**config.mk**
```make
export PLATFORM = sky130hd
export DESIGN_NAME = instrDecoder
export DESIGN_NICKNAME = d
export VERILOG_FILES = /design/src/source/cpuPkg.sv /design/src/source/instrDecoder.sv
export SDC_FILE = /design/constraint.sdc
export NUM_CORES = 1
export LEC_CHECK = 0
export BUFFER_PORTS_ARGS = -buffer_cell sky130_fd_sc_hd__buf_2
export CAP_MARGIN = 15
export CORE_AREA = 3 3 40 42
export DETAILED_ROUTE_END_ITERATION = 7
export DIE_AREA = 0 0 43 45
export PLACE_DENSITY = 0.61
export SYNTH_ARGS = -nofsm -noshare
export SYNTH_HDL_FRONTEND = slang
export SYNTH_SLANG_ARGS = --single-unit
```
**constraint.sdc**
```tcl
create_clock -name vclk -period 1.1
set_input_delay 0.11 -clock vclk [all_inputs]
set_output_delay 0.11 -clock vclk [all_outputs]
set_load 0.05 [all_outputs]
```
**src/source/cpuPkg.sv**
```systemverilog
`default_nettype none

package cpuPkg;

  // Machine word for registers, data, addresses and PC
  parameter int dataWidth = 16;

  // Reserved data address, stores here go to the output register
  parameter logic [dataWidth-1:0] ioAddr = 16'h03FF;

  typedef enum logic [3:0] {
    opAdd = 4'd0,
    opSub = 4'd1,
    opLd  = 4'd2,
    opSt  = 4'd3,
    opLda = 4'd4,
    opSta = 4'd5,
    opBz  = 4'd6,
    opJmp = 4'd7,
    opJr  = 4'd8
  } opcode_t;

  // Register form, three register fields
  typedef struct packed {
    opcode_t    opcode;
    logic [1:0] rd;
    logic [1:0] rs1;
    logic [1:0] rs2;
    logic [5:0] unused;
  } regForm_t;

  // Absolute address or branch offset form
  typedef struct packed {
    opcode_t    opcode;
    logic [1:0] regSel;
    logic [9:0] addr;
  } addrForm_t;

  typedef union packed {
    regForm_t  regForm;
    addrForm_t addrForm;
  } instr_t;

  typedef enum logic [1:0] {
    pcInc = 2'd0,
    pcRel = 2'd1,
    pcReg = 2'd2
  } pcSel_t;

  typedef enum logic {
    aluAdd = 1'b0,
    aluSub = 1'b1
  } aluOp_t;

  // One word of program or data loading, toData picks data memory
  typedef struct packed {
    logic                 en;
    logic                 toData;
    logic [9:0]           addr;
    logic [dataWidth-1:0] data;
  } loadReq_t;

endpackage

`default_nettype wire

```
**src/source/instrDecoder.sv**
```systemverilog
`timescale 1ns/10ps
`default_nettype none

module instrDecoder (
  input  wire  cpuPkg::instr_t instr,
  input  wire  logic           zFlag,
  input  wire  logic           run,
  output logic [1:0]           regWsel,
  output logic [1:0]           regRsel1,
  output logic [1:0]           regRsel2,
  output logic                 regWe,
  output logic                 regInFromMem,
  output cpuPkg::aluOp_t       aluOp,
  output logic                 flagEn,
  output logic                 dWe,
  output logic                 dAddrFromReg,
  output logic [9:0]           addrField,
  output cpuPkg::pcSel_t       pcSel
);

  always_comb begin
    // Register form fields unless an opcode says otherwise
    regWsel      = instr.regForm.rd;
    regRsel1     = instr.regForm.rs1;
    regRsel2     = instr.regForm.rs2;
    regWe        = 1'b0;
    regInFromMem = 1'b0;
    aluOp        = cpuPkg::aluAdd;
    flagEn       = 1'b0;
    dWe          = 1'b0;
    dAddrFromReg = 1'b0;
    addrField    = instr.addrForm.addr;
    pcSel        = cpuPkg::pcInc;

    case (instr.regForm.opcode)
      cpuPkg::opAdd: begin
        regWe  = run;
        flagEn = run;
      end
      cpuPkg::opSub: begin
        aluOp  = cpuPkg::aluSub;
        regWe  = run;
        flagEn = run;
      end
      cpuPkg::opLd: begin
        regWe        = run;
        regInFromMem = 1'b1;
        dAddrFromReg = 1'b1;
      end
      cpuPkg::opSt: begin
        dWe          = run;
        dAddrFromReg = 1'b1;
      end
      cpuPkg::opLda: begin
        regWsel      = instr.addrForm.regSel;
        regWe        = run;
        regInFromMem = 1'b1;
      end
      cpuPkg::opSta: begin
        // Store data always leaves through read port 2
        regRsel2 = instr.addrForm.regSel;
        dWe      = run;
      end
      cpuPkg::opBz: begin
        pcSel = zFlag ? cpuPkg::pcRel : cpuPkg::pcInc;
      end
      cpuPkg::opJmp: pcSel = cpuPkg::pcRel;
      cpuPkg::opJr:  pcSel = cpuPkg::pcReg;
      default: ;
    endcase
  end

  // Only one destination is written per instruction
  oneWriteTarget: assert final (!(regWe && dWe))
    else $error("register and memory write raised together");

endmodule

`default_nettype wire

```
==> results of run 1 <==
Yosys cell counts:
cell and instances:
nor4b_1 2, maj3_1 1, and4bb_2 1, xnor2_1 1, nor3b_1 2, nand2b_2 1
buf_2 1, buf_4 15, nor2_1 2, and4bb_1 1, mux2_1 2, nor3_1 2
final cells by class:
type / instances / area [µm²] / share of cell area (%)
multi-input cells: 15 / 184 / 45.0
well taps: 15 / 18.8 / 4.59
repair buffers: 30 / 206 / 50.5
power groups by stage:
stage	sequential [µW]	clock, µW	combinational [µW]
6_report	0	0	218
5_1_grt	0	0	229
4_1_cts	0	0	212
3_5_place_dp	0	0	196
3_3_place_gp	0	0	195
2_1_floorplan	0	0	242
per-layer routing:
layer	vias up	global-route usage (%)	wire, µm
met5	-	0	0
met1	113	8.61	249
met4	0	0.602	4
met3	2	1.20	103
met2	17	8.38	282
li1	122	-	-
path summary, 6_finish.rpt:
kind / from / end / cells after the start / slack [ns]
setup / recovery: instr[13] / regRsel2[1] / 4 / -0.02
hold / removal: instr[1] / addrField[1] / 0 / 0.22
critical path: stages:
cell and delay [ns]:
buf_8 0.10, and4bb_2 0.32, mux2_4 0.32, buf_8 0.15
stage by stage:
step | TNS [ns] | cells
4_1_cts | -0.0471 | 60
5_1_grt | -0.0738 | 60
3_5_place_dp | -0.212 | 60
6_report | -0.0249 | 60
3_3_place_gp | -0.204 | 60
2_1_floorplan | -0.650 | 31
logic make-up (layout without fill, tap and decap cells):
logic type | Yosys count | after routing | share of synthesized area (%)
xor gates and xnor gates | 1 | 1 | 3.61
adders and majority gates | 1 | 1 | 4.12
buffers and inverters | 16 | 30 | 48.5
muxes | 2 | 2 | 9.28
and+or+nand+nor | 11 | 11 | 34.5
what timing repair did:
action / 4_1_cts / 5_1_grt
gates resized for setup: 10 / 6
setup endpoints to repair: 3 / 5
endpoints found under the hold margin: 0 / 0
pin swaps: 1 / 2
==> flow_summary_export.csv, run 1 <==
group,metric,value,unit
outcome,run_status,"complete, but fails checks",
outcome,violations,"setup timing",
cts,post_cts_buffers,0,
yosys,syn-num-nets,49,
layout,fin_area,409,µm²
setup_path,crit_type,"in2out",
layout,fin_util,31.8,%
setup_path,critPathCaptureType,"output pin",
drt,totalWireLength,639,µm
global_routing,grt_util_all_layers,5.65,%
global_routing,antenna_found_initial,0,
yosys,yosysWarningCount,0,
floorplan,dieArea,0.00194,mm²
drt,antenna_left,0,
drt,drt_pass1_iterations,2,
timing,fmax,895,MHz
floorplan,io_pins,42,
global_routing,grt_pass1_vias,194,
placement,io_buffers,24,
power,power.switching,134,µW
floorplan,core-area,0.00128,mm²
yosys,synth_top_area_share,46.4,%
timing,rsz0062_at_grt,"yes",
power,ir_drop,154,µV
global_routing,grt_first_pass_wirelength,910,µm
placement,place_ws,-0.0894,ns
layout,layout-drive-gt1-share,93.3,%
setup_path,start_kind,"input pin",
yosys,ys_seq_area_share,0,%
power,sequentialPowerShare,0,%
placement,dp_hpwl,545,µm
layout,antennaDiodeCount,0,
timing,final-max-slew-violation-count,0,
min_path,holdCritPathClass,"in2out",
timing,fin_crit_sh,102,%
floorplan,start_util,18.9,%
timing,hold_violations,0,
timing,fin_crit,1.12,ns
global_routing,grt_start_max_net_pins,7,
job,maxCapViolations,0,
yosys,syn_area,243,µm²
power,clockPowerShare,0,%
power,pwr-share-comb,100.0,%
drt,first_iter_violations,2,
yosys,netlist_instances,31,
power,p_per_area,534,mW/mm²
drt,vias_per_cell,4.23,
layout,fill_cells,139,
placement,dpl_cell_area,355,µm²
yosys,synth_area_per_cell,7.83,µm²
timing,slew_headroom,76.1,%
layout,areaGrowthSynthToFinish,68.6,%
power,switching_share,61.1,%
layout,final_common_cell,"buf_2",
layout,seq_cell_count,0,
drt,route.vias.total,254,
yosys,synth_cell_type_count,12,
drt,avgRoutedWirePerCell,10.7,µm
placement,place_congestion,0.584,
layout,regArea,0,µm²
yosys,yosysTopAreaCell,"buf_4",
setup_path,worstPathMaxFanout,4,
power,fin_total_pwr,218,µW
floorplan,std_cell_rows,13,
timing,setup_viol,2,
layout,clock_buffers,0,
floorplan,dieWidth,43,µm
global_routing,grt_overflow,0,
layout,nets,65,
timing,worst_slew_pin_slew,0.356,ns
timing,fin_ws,-0.0169,ns
setup_path,arrival,1.01,ns
power,p_leak,0.000200,µW
cts,cts_hold_buf,0,
drt,drc,0,
layout,layout_common_cells,"18 x buf_2, 6 x buf_4, 3 x buf_6",
timing,whs,0.220,ns
floorplan,die_y,45,µm
yosys,ys_top_cells_by_area,"buf_4 46%, mux2_1 9.3%, nor4b_1 7.2%",
setup_path,critPathRequiredTime,0.99,ns
power,p_int,84.8,µW
Power figures use the tool's default switching activity.
==> run 2: changes to the inputs <==
--- a/config.mk
+++ b/config.mk
@@ -5,12 +5,15 @@
 export SDC_FILE = /design/constraint.sdc
 export NUM_CORES = 1
 export LEC_CHECK = 0
+export ABC_AREA = 1
 export BUFFER_PORTS_ARGS = -buffer_cell sky130_fd_sc_hd__buf_2
 export CAP_MARGIN = 15
 export CORE_AREA = 3 3 40 42
 export DETAILED_ROUTE_END_ITERATION = 7
 export DIE_AREA = 0 0 43 45
-export PLACE_DENSITY = 0.61
+export GPL_TIMING_DRIVEN = 0
+export PLACE_DENSITY = 0.62
+export SKIP_LAST_GASP = 1
 export SYNTH_ARGS = -nofsm -noshare
 export SYNTH_HDL_FRONTEND = slang
 export SYNTH_SLANG_ARGS = --single-unit
==> run 2 against run 1 <==
  * Synthesized cell count rose by 39%
  * The run now ends clean
  * Non-clock buffer count rose by 18
  * Cell area rose by 13%
  * Via count rose by 44%
  * Global-route usage rose by 1.6 points
  * Largest power group unchanged
  * Sequential share of layout area did not move
  * Critical path type unchanged
  * Worst hold slack improved by 0.30 ns
  * Critical path depth rose by 4
  * Fmax rose by 9.4%
  * First-iteration DRC count fell by 100%
  * Flip-flop and latch count did not move
==> flow_summary_export.csv, run 2 <==
group,metric,value,unit
global_routing,grt_overflow,0,
layout,areaGrowthSynthToFinish,85.5,%
drt,drt_pass1_iterations,1,
yosys,syn-num-nets,61,
layout,antennaDiodeCount,0,
layout,nets,97,
setup_path,critPathTopFamily,"buffers and inverters",
drt,avgRoutedWirePerCell,8.32,µm
power,clockPowerShare,0,%
floorplan,start_util,19.5,%
min_path,hold_depth,2,
timing,worst_slew_pin_slew,0.253,ns
timing,setup_tns,0,ns
power,p_int,88.4,µW
floorplan,dieArea,0.00194,mm²
drt,route.vias.total,365,
power,sequentialPowerShare,0,%
layout,final_common_cell,"buf_2",
floorplan,dieWidth,43,µm
setup_path,slowest_stage,"buf_4",
power,pwr-share-comb,100.0,%
drt,antenna_left,0,
yosys,syn_area,250,µm²
layout,regArea,0,µm²
timing,final-max-slew-violation-count,0,
global_routing,grt_util_all_layers,7.21,%
yosys,synth_cell_type_count,12,
yosys,synth_most_common_cell,"buf_4",
placement,place_congestion,0.719,
floorplan,std_cell_rows,13,
setup_path,critPathCaptureType,"output pin",
layout,fin_util,36.1,%
setup_path,start_kind,"input pin",
layout,seq_cell_count,0,
yosys,yosysTopAreaCell,"buf_4",
drt,drc,0,
power,switching_share,70.6,%
placement,dp_hpwl,697,µm
power,power.switching,213,µW
timing,fmax,980,MHz
min_path,holdCritPathClass,"in2out",
setup_path,cp_num_buf_inv,3,
floorplan,io_pins,42,
global_routing,grt_start_max_net_pins,7,
floorplan,die_y,45,µm
setup_path,max_stage_delay,0.19,ns
timing,setup_viol,0,
yosys,yosysWarningCount,0,
yosys,netlist_instances,43,
setup_path,arrival,0.91,ns
yosys,synth_top_area_share,42.0,%
floorplan,core-area,0.00128,mm²
min_path,worstHoldStart,"instr[5]",
drt,vias_per_cell,3.97,
layout,layout-drive-gt1-share,74.0,%
power,p_per_area,649,mW/mm²
placement,io_buffers,34,
min_path,worstHoldEndpoint,"addrField[5]",
power,ir_drop,175,µV
timing,slew_headroom,83.2,%
yosys,ys_top_cells_by_area,"buf_4 42%, nand2_1 15%, nand3_1 8.0%",
yosys,synthTopCellsByCount,"14 x buf_4, 10 x nand2_1, 4 x nand3_1, 4 x nor2_1, 3 x inv_1",
timing,rsz0062_at_grt,"yes",
yosys,ys_seq_area_share,0,%
setup_path,crit_type,"in2out",
setup_path,critPathRequiredTime,0.99,ns
drt,first_iter_violations,0,
global_routing,grt_first_pass_wirelength,1.17,mm
cts,post_cts_buffers,0,
layout,clock_buffers,0,
timing,fin_crit_sh,92.8,%
layout,layout_common_cells,"32 x buf_2, 16 x buf_4, 9 x nand2_1",
timing,hold_violations,0,
global_routing,grt_pass1_vias,322,
timing,fin_crit,1.02,ns
outcome,run_status,"complete, no violations",
setup_path,critical_path.cell_chain,"buf_2 > inv_1 > nor2_4 > nand2_1 > nand2_2 > nand2_1 > nand2_2 > buf_4",
power,p_leak,0.000309,µW
drt,totalWireLength,765,µm
yosys,synth_area_per_cell,5.82,µm²
setup_path,worstPathMaxFanout,5,
global_routing,antenna_found_initial,0,
job,maxCapViolations,0,
## run 2: cell types whose count changed in the layout (fill, tap and decap cells not counted), moves of 4 or more
cell     previous run  this run
buf_2              18        32
buf_4               6        16
nand2_1             0         9
nand3_1             0         4
## run 2: final cells by class
class / instances / area (µm²)
Multi-Input combinational cell: 25 / 150
Buffer: 14 / 105
Timing Repair Buffer: 34 / 175
Tap cell: 15 / 18.8
Fill cell: 150 / 821
Inverter: 4 / 15.0
## run 2: worst max-delay path by stage
stage,start,cells past startpoint,to
final,instr[14],8,regWe
after global routing,instr[14],8,regWe
after CTS,instr[12],6,dWe
after detailed placement,instr[12],6,dWe
after global placement,instr[15],5,dWe
after floorplan,instr[13],3,pcSel[1]
## run 2: power by group through the flow
| stage | Sequential (µW) | Clock [µW] | Combinational, µW |
|---|---|---|---|
| 6_report | 0 | 0 | 301 |
| 5_1_grt | 0 | 0 | 316 |
| 4_1_cts | 0 | 0 | 301 |
| 3_5_place_dp | 0 | 0 | 300 |
| 3_3_place_gp | 0 | 0 | 298 |
| 2_1_floorplan | 0 | 0 | 228 |
## run 2: what timing repair did
| item | in CTS | in global routing |
|---|---|---|
| gates resized for setup | 0 | 5 |
| hold buffers | 0 | 0 |
| endpoints found under the hold margin | 0 | 0 |
| endpoints found under the setup margin | 0 | 2 |
## run 2: layer usage
metal	vias to the layer above	wire length (µm)	GRT usage, %
met2	28	353	13.8
met1	146	307	9.76
met4	0	0	0
met3	0	103	0
met5	-	0	0
li1	191	-	-
## run 2: per-stage QoR
stage	cells	power [µW]	setup WS, ns	hold slack [ns]	cell area, µm²
after detailed placement	92	300	0.00703	0.522	457
after global routing	92	316	-0.00755	0.524	464
after floorplan	43	228	0.0629	0.276	268
after CTS	92	301	0.00587	0.523	457
final	92	301	0.0795	0.522	464
after global placement	92	298	0.0227	0.523	457
## run 2: cells by family (layout without fill, tap and decap cells)
group / count (synthesis) / after routing / share of synthesized area, %
buffers and inverters: 18 / 52 / 48.0
AOI/OAI and AO/OA: 2 / 2 / 8.50
and+or+nand+nor: 23 / 23 / 43.5
==> run 3: changes to the inputs <==
--- a/config.mk
+++ b/config.mk
@@ -13,6 +13,7 @@
 export DIE_AREA = 0 0 43 45
 export GPL_TIMING_DRIVEN = 0
 export PLACE_DENSITY = 0.62
+export SETUP_SLACK_MARGIN = 0.5
 export SKIP_LAST_GASP = 1
 export SYNTH_ARGS = -nofsm -noshare
 export SYNTH_HDL_FRONTEND = slang
==> run 3 against run 2 <==
  * Critical path depth down 2
  * Via count increased by 6.6%
  * Total power grew 45%
  * Die area did not move
  * Setup slack better by 0.039 ns
  * Wire length grew 23%
  * First-iteration DRC count unchanged
  * Sequential share of layout area did not move
==> flow_summary_export.csv, run 3 (synthesis gave the netlist of run 2 again) <==
group,metric,value,unit
timing,slew_headroom,83.7,%
setup_path,critical_path.cell_chain,"buf_12 > inv_8 > nor2_4 > nand2_4 > a21boi_4 > buf_6",
power,clockPowerShare,0,%
power,pwr-share-comb,100.0,%
floorplan,std_cell_rows,13,
floorplan,dieArea,0.00194,mm²
setup_path,worstPathMaxFanout,5,
layout,layout-drive-gt1-share,100,%
floorplan,core-area,0.00128,mm²
placement,dp.cells,92,
drt,vias_per_cell,4.09,
floorplan,start_util,19.5,%
drt,avgRoutedWirePerCell,9.92,µm
global_routing,grt_util_all_layers,9.62,%
timing,rsz0062_at_grt,"yes",
min_path,holdCritPathClass,"in2out",
setup_path,start_kind,"input pin",
placement,io_buffers,34,
power,p_int,176,µW
power,ir_drop,262,µV
timing,fmax,1020,MHz
power,p_per_area,531,mW/mm²
power,sequentialPowerShare,0,%
floorplan,dieWidth,43,µm
setup_path,arrival,0.87,ns
outcome,run_status,"complete, no violations",
layout,layout_common_cells,"15 x buf_4, 15 x buf_2, 11 x buf_6",
floorplan,die_y,45,µm
job,maxCapViolations,0,
cts,cts_hold_buf,0,
drt,drt_pass1_iterations,1,
global_routing,grt_pass1_vias,384,
setup_path,max_stage_delay,0.22,ns
drt,totalWireLength,942,µm
global_routing,grt_overflow,0,
placement,place_congestion,0.676,
setup_path,critPathCaptureType,"output pin",
power,switching_share,59.7,%
layout,areaGrowthSynthToFinish,229,%
layout,fin_cells,95,
timing,fin_crit,0.981,ns
drt,drc,0,
floorplan,io_pins,42,
layout,clock_buffers,0,
power,p_leak,0.000413,µW
global_routing,antenna_found_initial,0,
placement,dp_hpwl,756,µm
setup_path,slowest_stage,"nor2_4",
layout,nets,100,
setup_path,crit_type,"in2out",
timing,final-max-slew-violation-count,0,
timing,setup_viol,0,
setup_path,critPathRequiredTime,0.99,ns
global_routing,grt_start_max_net_pins,7,
layout,seq_cell_count,0,
layout,antennaDiodeCount,0,
setup_path,crit_start,"instr[14]",
timing,hold_violations,0,
drt,route.vias.total,389,
power,fin_total_pwr,437,µW
drt,antenna_left,0,
timing,fin_crit_sh,89.2,%
min_path,worstHoldStart,"instr[15]",
drt,first_iter_violations,0,
timing,worst_slew_pin_slew,0.244,ns
global_routing,grt_first_pass_wirelength,1.55,mm
power,power.switching,261,µW
layout,regArea,0,µm²
## run 3: cell count changes in the layout (fill, tap and decap cells not counted), moves of 5 or more
cell and change:
buf_2 -17, nor2_4 +5, buf_6 +11, nand2_4 +9
nand2_1 -9, buf_8 +8
## run 3: path summary, 6_finish.rpt
| check | endpoint | slack, ns | cells past startpoint |
|---|---|---|---|
| max | dWe | 0.12 | 6 |
| min | aluOp | 0.50 | 3 |
## run 3: final cells by class
| class | count | area, µm² |
|---|---|---|
| multi-input combinational | 25 | 307 |
| buffer | 14 | 120 |
| timing repair buffer | 37 | 352 |
| fill | 107 | 462 |
| tap | 15 | 18.8 |
| inverter | 4 | 26.3 |
## run 3: critical path, delay by kind of cell
family                 cells  cell delay, ns
AND/OR/NAND/NOR            2            0.33
buffers and inverters      3            0.29
AO/OA/AOI/OAI              1            0.14
## run 3: routing by layer
layer | routed length, µm | global-route usage (%) | up-vias
met4 | 0 | 0 | 0
met1 | 287 | 11.0 | 173
met3 | 81 | 0 | 0
met5 | 0 | 0 | -
met2 | 573 | 21.0 | 18
li1 | - | - | 198
## run 3: power groups by stage
stage / clock [µW] / sequential [µW] / combinational (µW)
global placement: 0 / 0 / 344
global route: 0 / 0 / 457
CTS: 0 / 0 / 420
finish: 0 / 0 / 437
floorplan: 0 / 0 / 263
detailed placement: 0 / 0 / 346
## run 3: per-stage QoR
stage,util [%],setup slack [ns],setup TNS (ns),cell area (µm²),hold slack [ns]
3_3_place_gp,45.7,-0.117,-0.292,587,0.522
5_1_grt,64.1,0.0855,0,823,0.505
2_1_floorplan,-,0.231,0,398,0.273
4_1_cts,60.6,0.122,0,778,0.498
3_5_place_dp,45.7,-0.127,-0.347,587,0.523
6_report,64.1,0.119,0,823,0.499
## run 3: what timing repair did
item,CTS,global route
gates resized for setup,48,12
pin swaps,13,6
setup buffers,3,0
setup endpoints to repair,14,14
